$ cat src/bank_isu_cfg.svh
`ifndef BANK_ISU_CFG_SVH
`define BANK_ISU_CFG_SVH

// ==============================
// Issue queue geometry
// ==============================
`define BANK_ISU_PTR_WIDTH 3
`define BANK_ISU_DEPTH (1 << `BANK_ISU_PTR_WIDTH)

// ==============================
// Channels and request format
// ==============================
`define BANK_ISU_CHANNEL_NUM 3
`define BANK_ISU_CREDIT_MAX 4
`define BANK_ISU_ADDR_WIDTH 16

`endif
$ cat src/bank_isu_pkg.sv
`include "bank_isu_cfg.svh"

package bank_isu_pkg;

  // Index of one issue queue entry
  typedef logic [`BANK_ISU_PTR_WIDTH-1:0] iq_ptr_t;

  // One bit per issue queue entry
  typedef logic [`BANK_ISU_DEPTH-1:0] iq_vec_t;

  // Channel number and one bit per channel
  typedef logic [1:0] ch_id_t;
  typedef logic [`BANK_ISU_CHANNEL_NUM-1:0] ch_vec_t;

  // Free response-buffer credits of one channel from 0 up to CREDIT_MAX
  typedef logic [$clog2(`BANK_ISU_CREDIT_MAX+1)-1:0] credit_cnt_t;

  // Reads of one channel waiting for a credit can fill every entry
  typedef logic [`BANK_ISU_PTR_WIDTH:0] pend_cnt_t;

  typedef logic [`BANK_ISU_ADDR_WIDTH-1:0] bank_addr_t;

endpackage

$ cat src/bank_isu_top.sv
`timescale 1ns/1ps
`include "bank_isu_cfg.svh"

module bank_isu_top
  import bank_isu_pkg::*;
(
  input  logic       clk,
  input  logic       rst,

  input  logic       enq_valid,
  input  logic       enq_is_read,
  input  ch_id_t     enq_ch_id,
  input  bank_addr_t enq_addr,
  output logic       enq_full,

  input  logic       issue_ready,
  output logic       issue_valid,
  output logic       issue_is_read,
  output ch_id_t     issue_ch_id,
  output bank_addr_t issue_addr,

  input  ch_vec_t    credit_return
);

  // ==============================
  // Internal wiring
  // ==============================
  logic    iq_enqueue;
  iq_ptr_t iq_write_ptr;
  iq_vec_t iq_valid_array;
  ch_id_t  ch_id_array [`BANK_ISU_DEPTH];
  iq_vec_t credit_allow_array;
  ch_vec_t enq_take;
  ch_vec_t enq_defer;
  ch_vec_t late_grant;
  ch_vec_t has_credit;
  ch_vec_t has_pending;

  bank_isu_issue_queue u_issue_queue (
    .clk                (clk),
    .rst                (rst),
    .enq_valid          (enq_valid),
    .enq_is_read        (enq_is_read),
    .enq_ch_id          (enq_ch_id),
    .enq_addr           (enq_addr),
    .enq_full           (enq_full),
    .iq_enqueue         (iq_enqueue),
    .iq_write_ptr       (iq_write_ptr),
    .iq_valid_array     (iq_valid_array),
    .ch_id_array        (ch_id_array),
    .credit_allow_array (credit_allow_array),
    .issue_ready        (issue_ready),
    .issue_valid        (issue_valid),
    .issue_is_read      (issue_is_read),
    .issue_ch_id        (issue_ch_id),
    .issue_addr         (issue_addr)
  );

  // Request fields go straight from the enqueue port to the credit decision
  bank_isu_credit_manage u_credit_manage (
    .clk                (clk),
    .rst                (rst),
    .iq_enqueue         (iq_enqueue),
    .iq_write_ptr       (iq_write_ptr),
    .htu_op_is_read     (enq_is_read),
    .htu_ch_id          (enq_ch_id),
    .iq_valid_array     (iq_valid_array),
    .ch_id_array        (ch_id_array),
    .has_credit         (has_credit),
    .has_pending        (has_pending),
    .credit_allow_array (credit_allow_array),
    .enq_take           (enq_take),
    .enq_defer          (enq_defer),
    .late_grant         (late_grant)
  );

  bank_isu_channel_credit u_channel_credit (
    .clk           (clk),
    .rst           (rst),
    .enq_take      (enq_take),
    .late_grant    (late_grant),
    .enq_defer     (enq_defer),
    .credit_return (credit_return),
    .has_credit    (has_credit),
    .has_pending   (has_pending)
  );

endmodule

$ cat src/bank_isu_credit_manage.sv
`timescale 1ns/1ps
`include "bank_isu_cfg.svh"

module bank_isu_credit_manage
  import bank_isu_pkg::*;
(
  input  logic    clk,
  input  logic    rst,

  // Enqueue from the queue and the request fields
  input  logic    iq_enqueue,
  input  iq_ptr_t iq_write_ptr,
  input  logic    htu_op_is_read,
  input  ch_id_t  htu_ch_id,

  // Entry state
  input  iq_vec_t iq_valid_array,
  input  ch_id_t  ch_id_array [`BANK_ISU_DEPTH],

  // Channel status
  input  ch_vec_t has_credit,
  input  ch_vec_t has_pending,

  output iq_vec_t credit_allow_array,
  output ch_vec_t enq_take,
  output ch_vec_t enq_defer,
  output ch_vec_t late_grant
);

  iq_vec_t allow_q;
  iq_vec_t allow_d;
  iq_vec_t waiting;
  iq_vec_t grant_set;
  iq_vec_t ch_waiting [`BANK_ISU_CHANNEL_NUM];
  iq_vec_t ch_grant [`BANK_ISU_CHANNEL_NUM];
  ch_vec_t enq_ch_sel;
  logic    enq_read;
  logic    enq_has_credit;

  // ==============================
  // Credit at enqueue
  // ==============================
  always_comb begin
    for (int c = 0; c < `BANK_ISU_CHANNEL_NUM; c++) begin
      enq_ch_sel[c] = (htu_ch_id == ch_id_t'(c));
    end
  end

  // A read may only take a credit if no older read of its channel is waiting,
  // otherwise it would overtake that read
  assign enq_read       = iq_enqueue & htu_op_is_read;
  assign enq_has_credit = ~htu_op_is_read | (|(enq_ch_sel & has_credit & ~has_pending));

  assign enq_take  = (enq_read && enq_has_credit)  ? enq_ch_sel : '0;
  assign enq_defer = (enq_read && !enq_has_credit) ? enq_ch_sel : '0;

  // ==============================
  // Deferred grant
  // ==============================

  // Valid entries without a credit are always reads
  assign waiting = iq_valid_array & ~allow_q;

  always_comb begin
    grant_set = '0;
    for (int c = 0; c < `BANK_ISU_CHANNEL_NUM; c++) begin
      for (int i = 0; i < `BANK_ISU_DEPTH; i++) begin
        ch_waiting[c][i] = waiting[i] && (ch_id_array[i] == ch_id_t'(c));
      end
      // Two's complement trick isolates the lowest waiting entry
      ch_grant[c]   = has_credit[c] ? (ch_waiting[c] & (~ch_waiting[c] + iq_vec_t'(1))) : '0;
      late_grant[c] = |ch_grant[c];
      grant_set     = grant_set | ch_grant[c];
    end
  end

  // ==============================
  // Allow bits
  // ==============================
  always_comb begin
    allow_d = allow_q | grant_set;
    // The write slot is free, so a grant never targets it in the same cycle
    if (iq_enqueue) begin
      allow_d[iq_write_ptr] = enq_has_credit;
    end
  end

  always_ff @(posedge clk or posedge rst) begin
    if (rst) begin
      allow_q <= '0;
    end else begin
      allow_q <= allow_d;
    end
  end

  assign credit_allow_array = allow_q;

endmodule

$ cat src/bank_isu_channel_credit.sv
`timescale 1ns/1ps
`include "bank_isu_cfg.svh"

module bank_isu_channel_credit
  import bank_isu_pkg::*;
(
  input  logic    clk,
  input  logic    rst,

  // Credit consumers
  input  ch_vec_t enq_take,
  input  ch_vec_t late_grant,

  // Reads that entered the queue without a credit
  input  ch_vec_t enq_defer,

  // Credits given back by the response buffers
  input  ch_vec_t credit_return,

  output ch_vec_t has_credit,
  output ch_vec_t has_pending
);

  // ==============================
  // Per-channel counters
  // ==============================
  for (genvar c = 0; c < `BANK_ISU_CHANNEL_NUM; c++) begin : g_ch

    credit_cnt_t credit_q;
    pend_cnt_t   pend_q;
    logic        credit_used;

    // A channel never sees a take and a late grant in one cycle, since a take
    // needs an empty waiting count and a late grant needs a waiting read
    assign credit_used = enq_take[c] | late_grant[c];

    // Free credits where a use and a return in the same cycle cancel out
    always_ff @(posedge clk or posedge rst) begin
      if (rst) begin
        credit_q <= credit_cnt_t'(`BANK_ISU_CREDIT_MAX);
      end else begin
        if (credit_used && !credit_return[c]) begin
          credit_q <= credit_q - credit_cnt_t'(1);
        end else if (credit_return[c] && !credit_used) begin
          credit_q <= credit_q + credit_cnt_t'(1);
        end
      end
    end

    // Reads in the queue that still wait for a credit
    always_ff @(posedge clk or posedge rst) begin
      if (rst) begin
        pend_q <= '0;
      end else begin
        if (enq_defer[c] && !late_grant[c]) begin
          pend_q <= pend_q + pend_cnt_t'(1);
        end else if (late_grant[c] && !enq_defer[c]) begin
          pend_q <= pend_q - pend_cnt_t'(1);
        end
      end
    end

    assign has_credit[c]  = (credit_q != '0);
    assign has_pending[c] = (pend_q != '0);

  end

endmodule

$ cat src/bank_isu_issue_queue.sv
`timescale 1ns/1ps
`include "bank_isu_cfg.svh"

module bank_isu_issue_queue
  import bank_isu_pkg::*;
(
  input  logic       clk,
  input  logic       rst,

  // Enqueue side
  input  logic       enq_valid,
  input  logic       enq_is_read,
  input  ch_id_t     enq_ch_id,
  input  bank_addr_t enq_addr,
  output logic       enq_full,

  // Entry state towards the credit logic
  output logic       iq_enqueue,
  output iq_ptr_t    iq_write_ptr,
  output iq_vec_t    iq_valid_array,
  output ch_id_t     ch_id_array [`BANK_ISU_DEPTH],
  input  iq_vec_t    credit_allow_array,

  // Issue side
  input  logic       issue_ready,
  output logic       issue_valid,
  output logic       issue_is_read,
  output ch_id_t     issue_ch_id,
  output bank_addr_t issue_addr
);

  // ==============================
  // Entry storage
  // ==============================
  iq_vec_t    valid_q;
  iq_vec_t    is_read_q;
  ch_id_t     ch_id_q [`BANK_ISU_DEPTH];
  bank_addr_t addr_q [`BANK_ISU_DEPTH];

  iq_vec_t    issue_cand;
  iq_ptr_t    issue_ptr;
  logic       issue_fire;

  // Returns the index of the lowest set bit, or zero when no bit is set
  function automatic iq_ptr_t lowest_index(input iq_vec_t vec);
    iq_ptr_t idx;
    idx = '0;
    for (int i = `BANK_ISU_DEPTH - 1; i >= 0; i--) begin
      if (vec[i]) begin
        idx = iq_ptr_t'(i);
      end
    end
    return idx;
  endfunction

  // ==============================
  // Allocation
  // ==============================

  // The queue is full once every entry holds a request
  assign enq_full     = &valid_q;
  assign iq_enqueue   = enq_valid & ~enq_full;
  assign iq_write_ptr = lowest_index(~valid_q);

  // ==============================
  // Issue selection
  // ==============================

  // Only entries that own a credit (or are writes) may leave the queue
  assign issue_cand    = valid_q & credit_allow_array;
  assign issue_valid   = |issue_cand;
  assign issue_ptr     = lowest_index(issue_cand);
  assign issue_fire    = issue_valid & issue_ready;

  assign issue_is_read = is_read_q[issue_ptr];
  assign issue_ch_id   = ch_id_q[issue_ptr];
  assign issue_addr    = addr_q[issue_ptr];

  // ==============================
  // Entry update
  // ==============================
  always_ff @(posedge clk or posedge rst) begin
    if (rst) begin
      valid_q <= '0;
    end else begin
      // The write slot is always free, so it never collides with the issued slot
      if (issue_fire) begin
        valid_q[issue_ptr] <= 1'b0;
      end
      if (iq_enqueue) begin
        valid_q[iq_write_ptr] <= 1'b1;
      end
    end
  end

  // Request fields land in the slot being allocated
  always_ff @(posedge clk) begin
    if (iq_enqueue) begin
      is_read_q[iq_write_ptr] <= enq_is_read;
      ch_id_q[iq_write_ptr]   <= enq_ch_id;
      addr_q[iq_write_ptr]    <= enq_addr;
    end
  end

  assign iq_valid_array = valid_q;
  assign ch_id_array    = ch_id_q;

endmodule

$ cat config.mk
export PLATFORM = sky130hd
export DESIGN_NAME = bank_isu_top
export DESIGN_NICKNAME = d
export VERILOG_FILES = /design/src/bank_isu_pkg.sv /design/src/bank_isu_top.sv /design/src/bank_isu_credit_manage.sv /design/src/bank_isu_channel_credit.sv /design/src/bank_isu_issue_queue.sv
export VERILOG_INCLUDE_DIRS = /design/src /design/src/src
export SDC_FILE = /design/constraint.sdc
export NUM_CORES = 1
export LEC_CHECK = 0
export ABC_AREA = 0
export ABC_CLOCK_PERIOD_IN_PS = 6800
export BUFFER_PORTS_ARGS = -buffer_cell sky130_fd_sc_hd__buf_2
export CORE_UTILIZATION = 40
export CTS_CLUSTER_DIAMETER = 200
export DETAILED_ROUTE_END_ITERATION = 16
export PLACE_DENSITY_LB_ADDON = 0.15
export RECOVER_POWER = 25
export SETUP_SLACK_MARGIN = 0.15
export SLEW_MARGIN = 20
export SYNTH_ARGS = -nofsm -noshare
export SYNTH_HDL_FRONTEND = slang
export SYNTH_SLANG_ARGS = --single-unit
$ cat constraint.sdc
create_clock -name clk -period 6.8 [get_ports clk]
set_clock_uncertainty 0.1 [all_clocks]
set_input_delay 1.02 -clock clk [delete_from_list [all_inputs] [get_ports clk]]
set_output_delay 1.02 -clock clk [all_outputs]
set_load 0.1 [all_outputs]
==> results of run 1 <==
[worst max path at each step]
stage                                    endpoint  cells past startpoint  slack [ns]                                  start
6_report                            issue_is_read                      7        2.03        u_issue_queue.iq_valid_array[2]
5_1_grt                             issue_addr[3]                      7        1.83        u_issue_queue.iq_valid_array[2]
4_1_cts                             issue_addr[3]                      7        1.95        u_issue_queue.iq_valid_array[2]
3_5_place_dp                        issue_addr[1]                      7        2.43        u_issue_queue.iq_valid_array[2]
3_3_place_gp                        issue_addr[4]                      7        2.25  u_credit_manage.credit_allow_array[3]
2_1_floorplan  u_channel_credit.g_ch[1].pend_q[3]                     14        1.25        u_issue_queue.iq_valid_array[0]
[stage by stage]
stage / std cells / util (%) / setup WS (ns) / area, µm² / hold slack [ns]
after global placement: 995 / 43.15 / 2.255 / 9445 / 0.3558
after detailed placement: 996 / 43.27 / 2.433 / 9473 / 0.3615
after global routing: 1028 / 45.91 / 1.830 / 10050 / 0.4172
after floorplan: 697 / - / 1.253 / 8952 / 0.3420
after CTS: 1028 / 45.97 / 1.954 / 10060 / 0.3795
final: 1028 / 45.91 / 2.027 / 10050 / 0.3774
[cell usage in the layout, fill, tap and decap left out, drive strengths merged, types with 4 or more instances in the layout]
cell type / n
ha: 12
nand3: 14
nand4: 4
nor4: 8
xor2: 8
a22oi: 39
buf: 43
a211oi: 21
nor2: 25
dfrtp: 34
o21ai: 36
xnor2: 13
a21oi: 8
nor4bb: 12
clkbuf: 31
edfxtp: 152
nor2b: 8
a22o: 6
mux2: 8
nor4b: 8
nor3b: 4
fa: 6
a31oi: 9
nor3: 45
a21o: 6
mux2i: 40
a211o: 19
nand2: 66
inv: 25
clkinv: 5
[state kept, by name (all words and copies together) (netlist names)]
name                                flops
u_issue_queue.addr_q                  128
u_issue_queue.ch_id_array              16
u_channel_credit.g_ch.credit_q          9
u_issue_queue.iq_valid_array            8
u_credit_manage.credit_allow_array      8
u_issue_queue.is_read_q                 8
u_channel_credit.g_ch.pend_q           12
[layout make-up]
cell class              instances  share of cell area, %
clock buffers                  17                  4.233
inverters                      18                 0.6722
well taps                     280                  3.486
flip-flops and latches        189                  54.66
repair buffers                 57                  3.137
clock inverters                15                  1.643
multi-input cells             452                  32.17
[per-layer routing]
| layer | track usage [%] | up-vias |
|---|---|---|
| met5 | 0 | - |
| met4 | 5.842 | 0 |
| met1 | 27.84 | 2992 |
| met3 | 3.982 | 24 |
| met2 | 32.05 | 174 |
| li1 | - | 2767 |
[worst max-delay path, delay by kind of cell, from the launching register on]
kind | cells | cell delay, ns
buffers and inverters | 2 | 0.88
AND/OR/NAND/NOR | 1 | 0.69
AO/OA/AOI/OAI | 3 | 0.90
multiplexers | 1 | 0.19
flip-flops | 1 | 0.53
[logic make-up after synthesis]
kind of cell	synth area share, %
simple gates	12.63
flops	61.37
compound gates	12.31
buf+inv	3.131
mux	5.479
xor+xnor	2.055
fa+ha+maj	3.019
==> flow_metrics.env, run 1 <==
export IMPL_crit_slowest_cell="nor2b_2"
export IMPL_ctsLongestPathBuffers=2
export IMPL_tritoncts="yes"
export IMPL_clk_latency_ns=0.44
export IMPL_htree_levels=4
export IMPL_root_buffer="clkbuf_16"
export IMPL_status="complete, no violations"
export IMPL_grt_max_degree=40
export IMPL_grt_pass1_wl_um=33840
export IMPL_synthCells=697
export IMPL_drv_slew=0
export IMPL_synth_most_common_cell="edfxtp_1"
export IMPL_critPathMaxFanout=28
export IMPL_drtIter0Drc=470
export IMPL_n_antenna_cell=0
export IMPL_synth_area_leaders="edfxtp_1, dfrtp_1, mux2i_1, a22oi_1, nand2_1"
export IMPL_worstPathCellList="a22o_1 > nor2b_2 > buf_4 > a22oi_1 > mux2i_1 > a211o_1 > buf_2"
export IMPL_cts_resized=0
export IMPL_setup_tns_ns=0
export IMPL_synth_common_cells="edfxtp_1, nand2_1, nor3_1"
export IMPL_synth_seq_cells=189
export IMPL_cp_arrival_ns=3.65
export IMPL_cts_made_buffers=17
export IMPL_synth_edf_count=152
export IMPL_area_growth_pct=12.27
export IMPL_synth_cell_types=57
export IMPL_timing_slew_headroom_pct=23.58
export IMPL_wirelength_met1_um=10040
export IMPL_min_delay_worst_endpoint="u_channel_credit.g_ch[1].pend_q[3]"
export IMPL_drc=0
export IMPL_fp_dieArea_um2=22980
export IMPL_multi_input_area_um2=3233
export IMPL_max_stage_delay_ns=0.69
export IMPL_grt_pass1_vias=5810
export IMPL_gp_congestion=0.8162
export IMPL_criticalPathCategory="flop to output pin"
export IMPL_worst_pin_slew_ns=1.143
export IMPL_critical_path_startpoint_type="flop"
export IMPL_hold_path_class="flop to flop"
export IMPL_synth_top_area_share_pct=50.99
export IMPL_hp_start="u_channel_credit.g_ch[1].pend_q[3]"
export IMPL_cts_setup_buffers=0
export IMPL_seq_area_frac_synth_pct=61.37
export IMPL_io_pins=47
export IMPL_yosysWarnings=0
export IMPL_post_route_period_util_pct=70.19
export IMPL_fin_crit_ns=4.773
export IMPL_nets=779
export IMPL_drtPass1Iterations=5
export IMPL_die_h_um=151.6
export IMPL_ant_nets=0
export IMPL_core_um2=21890
export IMPL_vias=5957
export IMPL_holdPathStages=1
export IMPL_die_w_um=151.6
export IMPL_r2r_end="u_channel_credit.g_ch[1].pend_q[3]"
export IMPL_syn_nets=741
export IMPL_hold_viol=0
export IMPL_fmax_mhz=209.5
export IMPL_async_flop_share_pct=19.58
export IMPL_grt_remaining_overflow=0
export IMPL_grtUsageTotal_pct=20.12
export IMPL_path_clk_slew_ns=0.07
export IMPL_seq_area_um2=5494
export IMPL_reg2reg_slack_ns=3.25
export IMPL_routed_wl_um=21900
export IMPL_hold_buffers=0
export IMPL_wl_per_cell_um=21.30
export IMPL_setup_violations=0
export IMPL_port_buffers=46
export IMPL_crit_path_end_kind="output pin"
export IMPL_cap_viol_max_count=0
export IMPL_yosysTopAreaCell="edfxtp_1"
export IMPL_syn_cell_area_um2=8952
export IMPL_drive_above_1_share_pct=13.64
export IMPL_crit_required_ns=5.68
export IMPL_r2r_start="u_issue_queue.iq_valid_array[0]"
export IMPL_placementRows=54
export IMPL_r2r_cells=12
export IMPL_syn_avg_cell_area_um2=12.84
export IMPL_dpl_hpwl_um=14420
export IMPL_ys_flop_type="edfxtp_1"
export IMPL_start_util_pct=40.90
export IMPL_vias_per_cell=5.795
export IMPL_met3_length_um=1177
export IMPL_wl_met2_um=10340
export IMPL_rsz0062_at_grt="no"
export IMPL_fillers=1989
export IMPL_top_layer_used="met4"
export IMPL_antenna_found_initial=0
export IMPL_cts_sinks=189
Power of run 1 is not shown: default switching activity piles up to over one toggle a cycle in this logic, so the estimate is an artifact.
==> inputs of run 2 (changes only) <==
Settings changed: ABC_CLOCK_PERIOD_IN_PS 6800 to 4100.
Clock period 6.8 ns to 4.1 ns, I/O delays scaled along.
==> run 2 against run 1 <==
Compared with the run above:
- utilization rose by 0.50 points
- final cell count rose by 1.4%
- worst setup slack got worse by 1.7 ns
- worst hold slack got worse by 0.19 ns
- final area rose by 1.1%
- global-route usage fell by 0.39 points
- non-clock buffer count rose by 14
==> flow_metrics.env, run 2 (synthesis results as in run 1) <==
export IMPL_crit_slowest_cell="dfrtp_1"
export IMPL_multi_input_area_um2=3233
export IMPL_drc=0
export IMPL_ant_nets=0
export IMPL_grt_max_degree=40
export IMPL_fmax_mhz=264.8
export IMPL_criticalPathCategory="flop to output pin"
export IMPL_crit_family="compound AO/OA/AOI/OAI gates"
export IMPL_layout_commonest_cell="edfxtp_1"
export IMPL_placementRows=54
export IMPL_worst_pin_slew_ns=1.010
export IMPL_cts_resized=0
export IMPL_timing_slew_headroom_pct=32.62
export IMPL_critPathMaxFanout=24
export IMPL_hold_viol=0
export IMPL_port_buffers=46
export IMPL_cp_arrival_ns=3.06
export IMPL_post_route_period_util_pct=92.12
export IMPL_drtPass1Iterations=5
export IMPL_die_w_um=151.6
export IMPL_max_stage_delay_ns=0.54
export IMPL_status="complete, no violations"
export IMPL_clk_latency_ns=0.43
export IMPL_largest_register="u_issue_queue.addr_q"
export IMPL_hold_buffers=0
export IMPL_grt_pass1_vias=5919
export IMPL_cts_setup_buffers=0
export IMPL_hold_path_class="primary input to async pin"
export IMPL_largest_reg_flops=128
export IMPL_setup_violations=0
export IMPL_cts_made_buffers=17
export IMPL_gp_congestion=0.8748
export IMPL_critical_path_startpoint_type="flop"
export IMPL_seq_area_um2=5494
export IMPL_root_buffer="clkbuf_16"
export IMPL_grt_remaining_overflow=0
export IMPL_drive_above_1_share_pct=15.09
export IMPL_setup_tns_ns=0
export IMPL_worstPathCellList="a22o_1 > a31oi_2 > a21oi_4 > buf_4 > mux2i_1 > a211o_1 > buf_2"
export IMPL_tritoncts="yes"
export IMPL_vias=5997
export IMPL_cts_sinks=189
export IMPL_rsz0062_at_grt="no"
export IMPL_area_growth_pct=13.49
export IMPL_start_util_pct=40.90
export IMPL_crit_required_ns=3.38
export IMPL_cap_viol_max_count=0
export IMPL_path_clk_slew_ns=0.07
export IMPL_core_um2=21890
export IMPL_drv_slew=0
export IMPL_nets=793
export IMPL_routed_wl_um=21760
export IMPL_grtUsageTotal_pct=19.73
export IMPL_fillers=1999
export IMPL_ctsLongestPathBuffers=2
export IMPL_critPathBufInv=2
export IMPL_fin_crit_ns=3.777
export IMPL_io_pins=47
export IMPL_antenna_found_initial=0
export IMPL_htree_levels=4
export IMPL_drtIter0Drc=542
export IMPL_vias_per_cell=5.755
export IMPL_grt_pass1_wl_um=33440
export IMPL_die_h_um=151.6
export IMPL_crit_path_end_kind="output pin"
export IMPL_layout_common_cells="edfxtp_1, nand2_1, nor3_1"
export IMPL_fp_dieArea_um2=22980
export IMPL_dpl_hpwl_um=14770
export IMPL_wl_per_cell_um=20.88
export IMPL_n_antenna_cell=0
## run 2: path summary, 6_finish.rpt
kind | startpoint | end | slack (ns) | cells past startpoint
hold / removal | rst | u_channel_credit.g_ch[0].pend_q[0] | 0.18 | 3
setup reg to reg | u_issue_queue.iq_valid_array[2] | u_channel_credit.g_ch[0].pend_q[3] | 0.77 | 12
hold reg to reg | u_channel_credit.g_ch[1].pend_q[3] | u_channel_credit.g_ch[1].pend_q[3] | 0.38 | 1
max in group asynchronous | rst | u_channel_credit.g_ch[2].credit_q[2] | 3.33 | 3
min in group clk | enq_valid | u_issue_queue.iq_valid_array[0] | 0.38 | 3
setup / recovery | u_issue_queue.iq_valid_array[0] | issue_addr[3] | 0.32 | 7
## run 2: layout make-up
cell class	instances	share of cell area (%)
clock inverters	15	1.860
clock buffers	17	4.187
well taps	280	3.448
flip-flops and latches	189	54.08
multi-input cells	452	31.82
inverters	18	0.6650
repair buffers	71	3.941
## run 2: stage by stage
stage          setup WS [ns]  instance area, µm²  utilization (%)  hold slack (ns)  std cells
4_1_cts               0.3092               10180            46.49           0.2096       1042
5_1_grt               0.1718               10160            46.41           0.2382       1042
2_1_floorplan         0.5461                8967                -           0.3420        697
6_report              0.3231               10160            46.41           0.1845       1042
3_5_place_dp          0.7843                9563            43.68           0.3593       1010
3_3_place_gp          0.8279                9563            43.68           0.3636       1010
## run 2: worst reg2reg max path, delay by kind of cell, from the launching register on
family                   cells  cell delay [ns]
AO/OA/AOI/OAI                4             1.20
adder cells (fa/ha/maj)      2             0.54
flip-flops                   1             0.51
AND/OR/NAND/NOR              3             0.50
XOR/XNOR                     2             0.28
buffers and inverters        1             0.09
## run 2: metal layers
metal | wire, µm | up-vias | track usage, %
met3 | 1090 | 23 | 3.323
li1 | - | 2789 | -
met4 | 274 | 0 | 6.238
met5 | 0 | - | 0
met1 | 9886 | 3009 | 26.38
met2 | 10510 | 176 | 32.69
Power of run 2 is left out for the same reason.
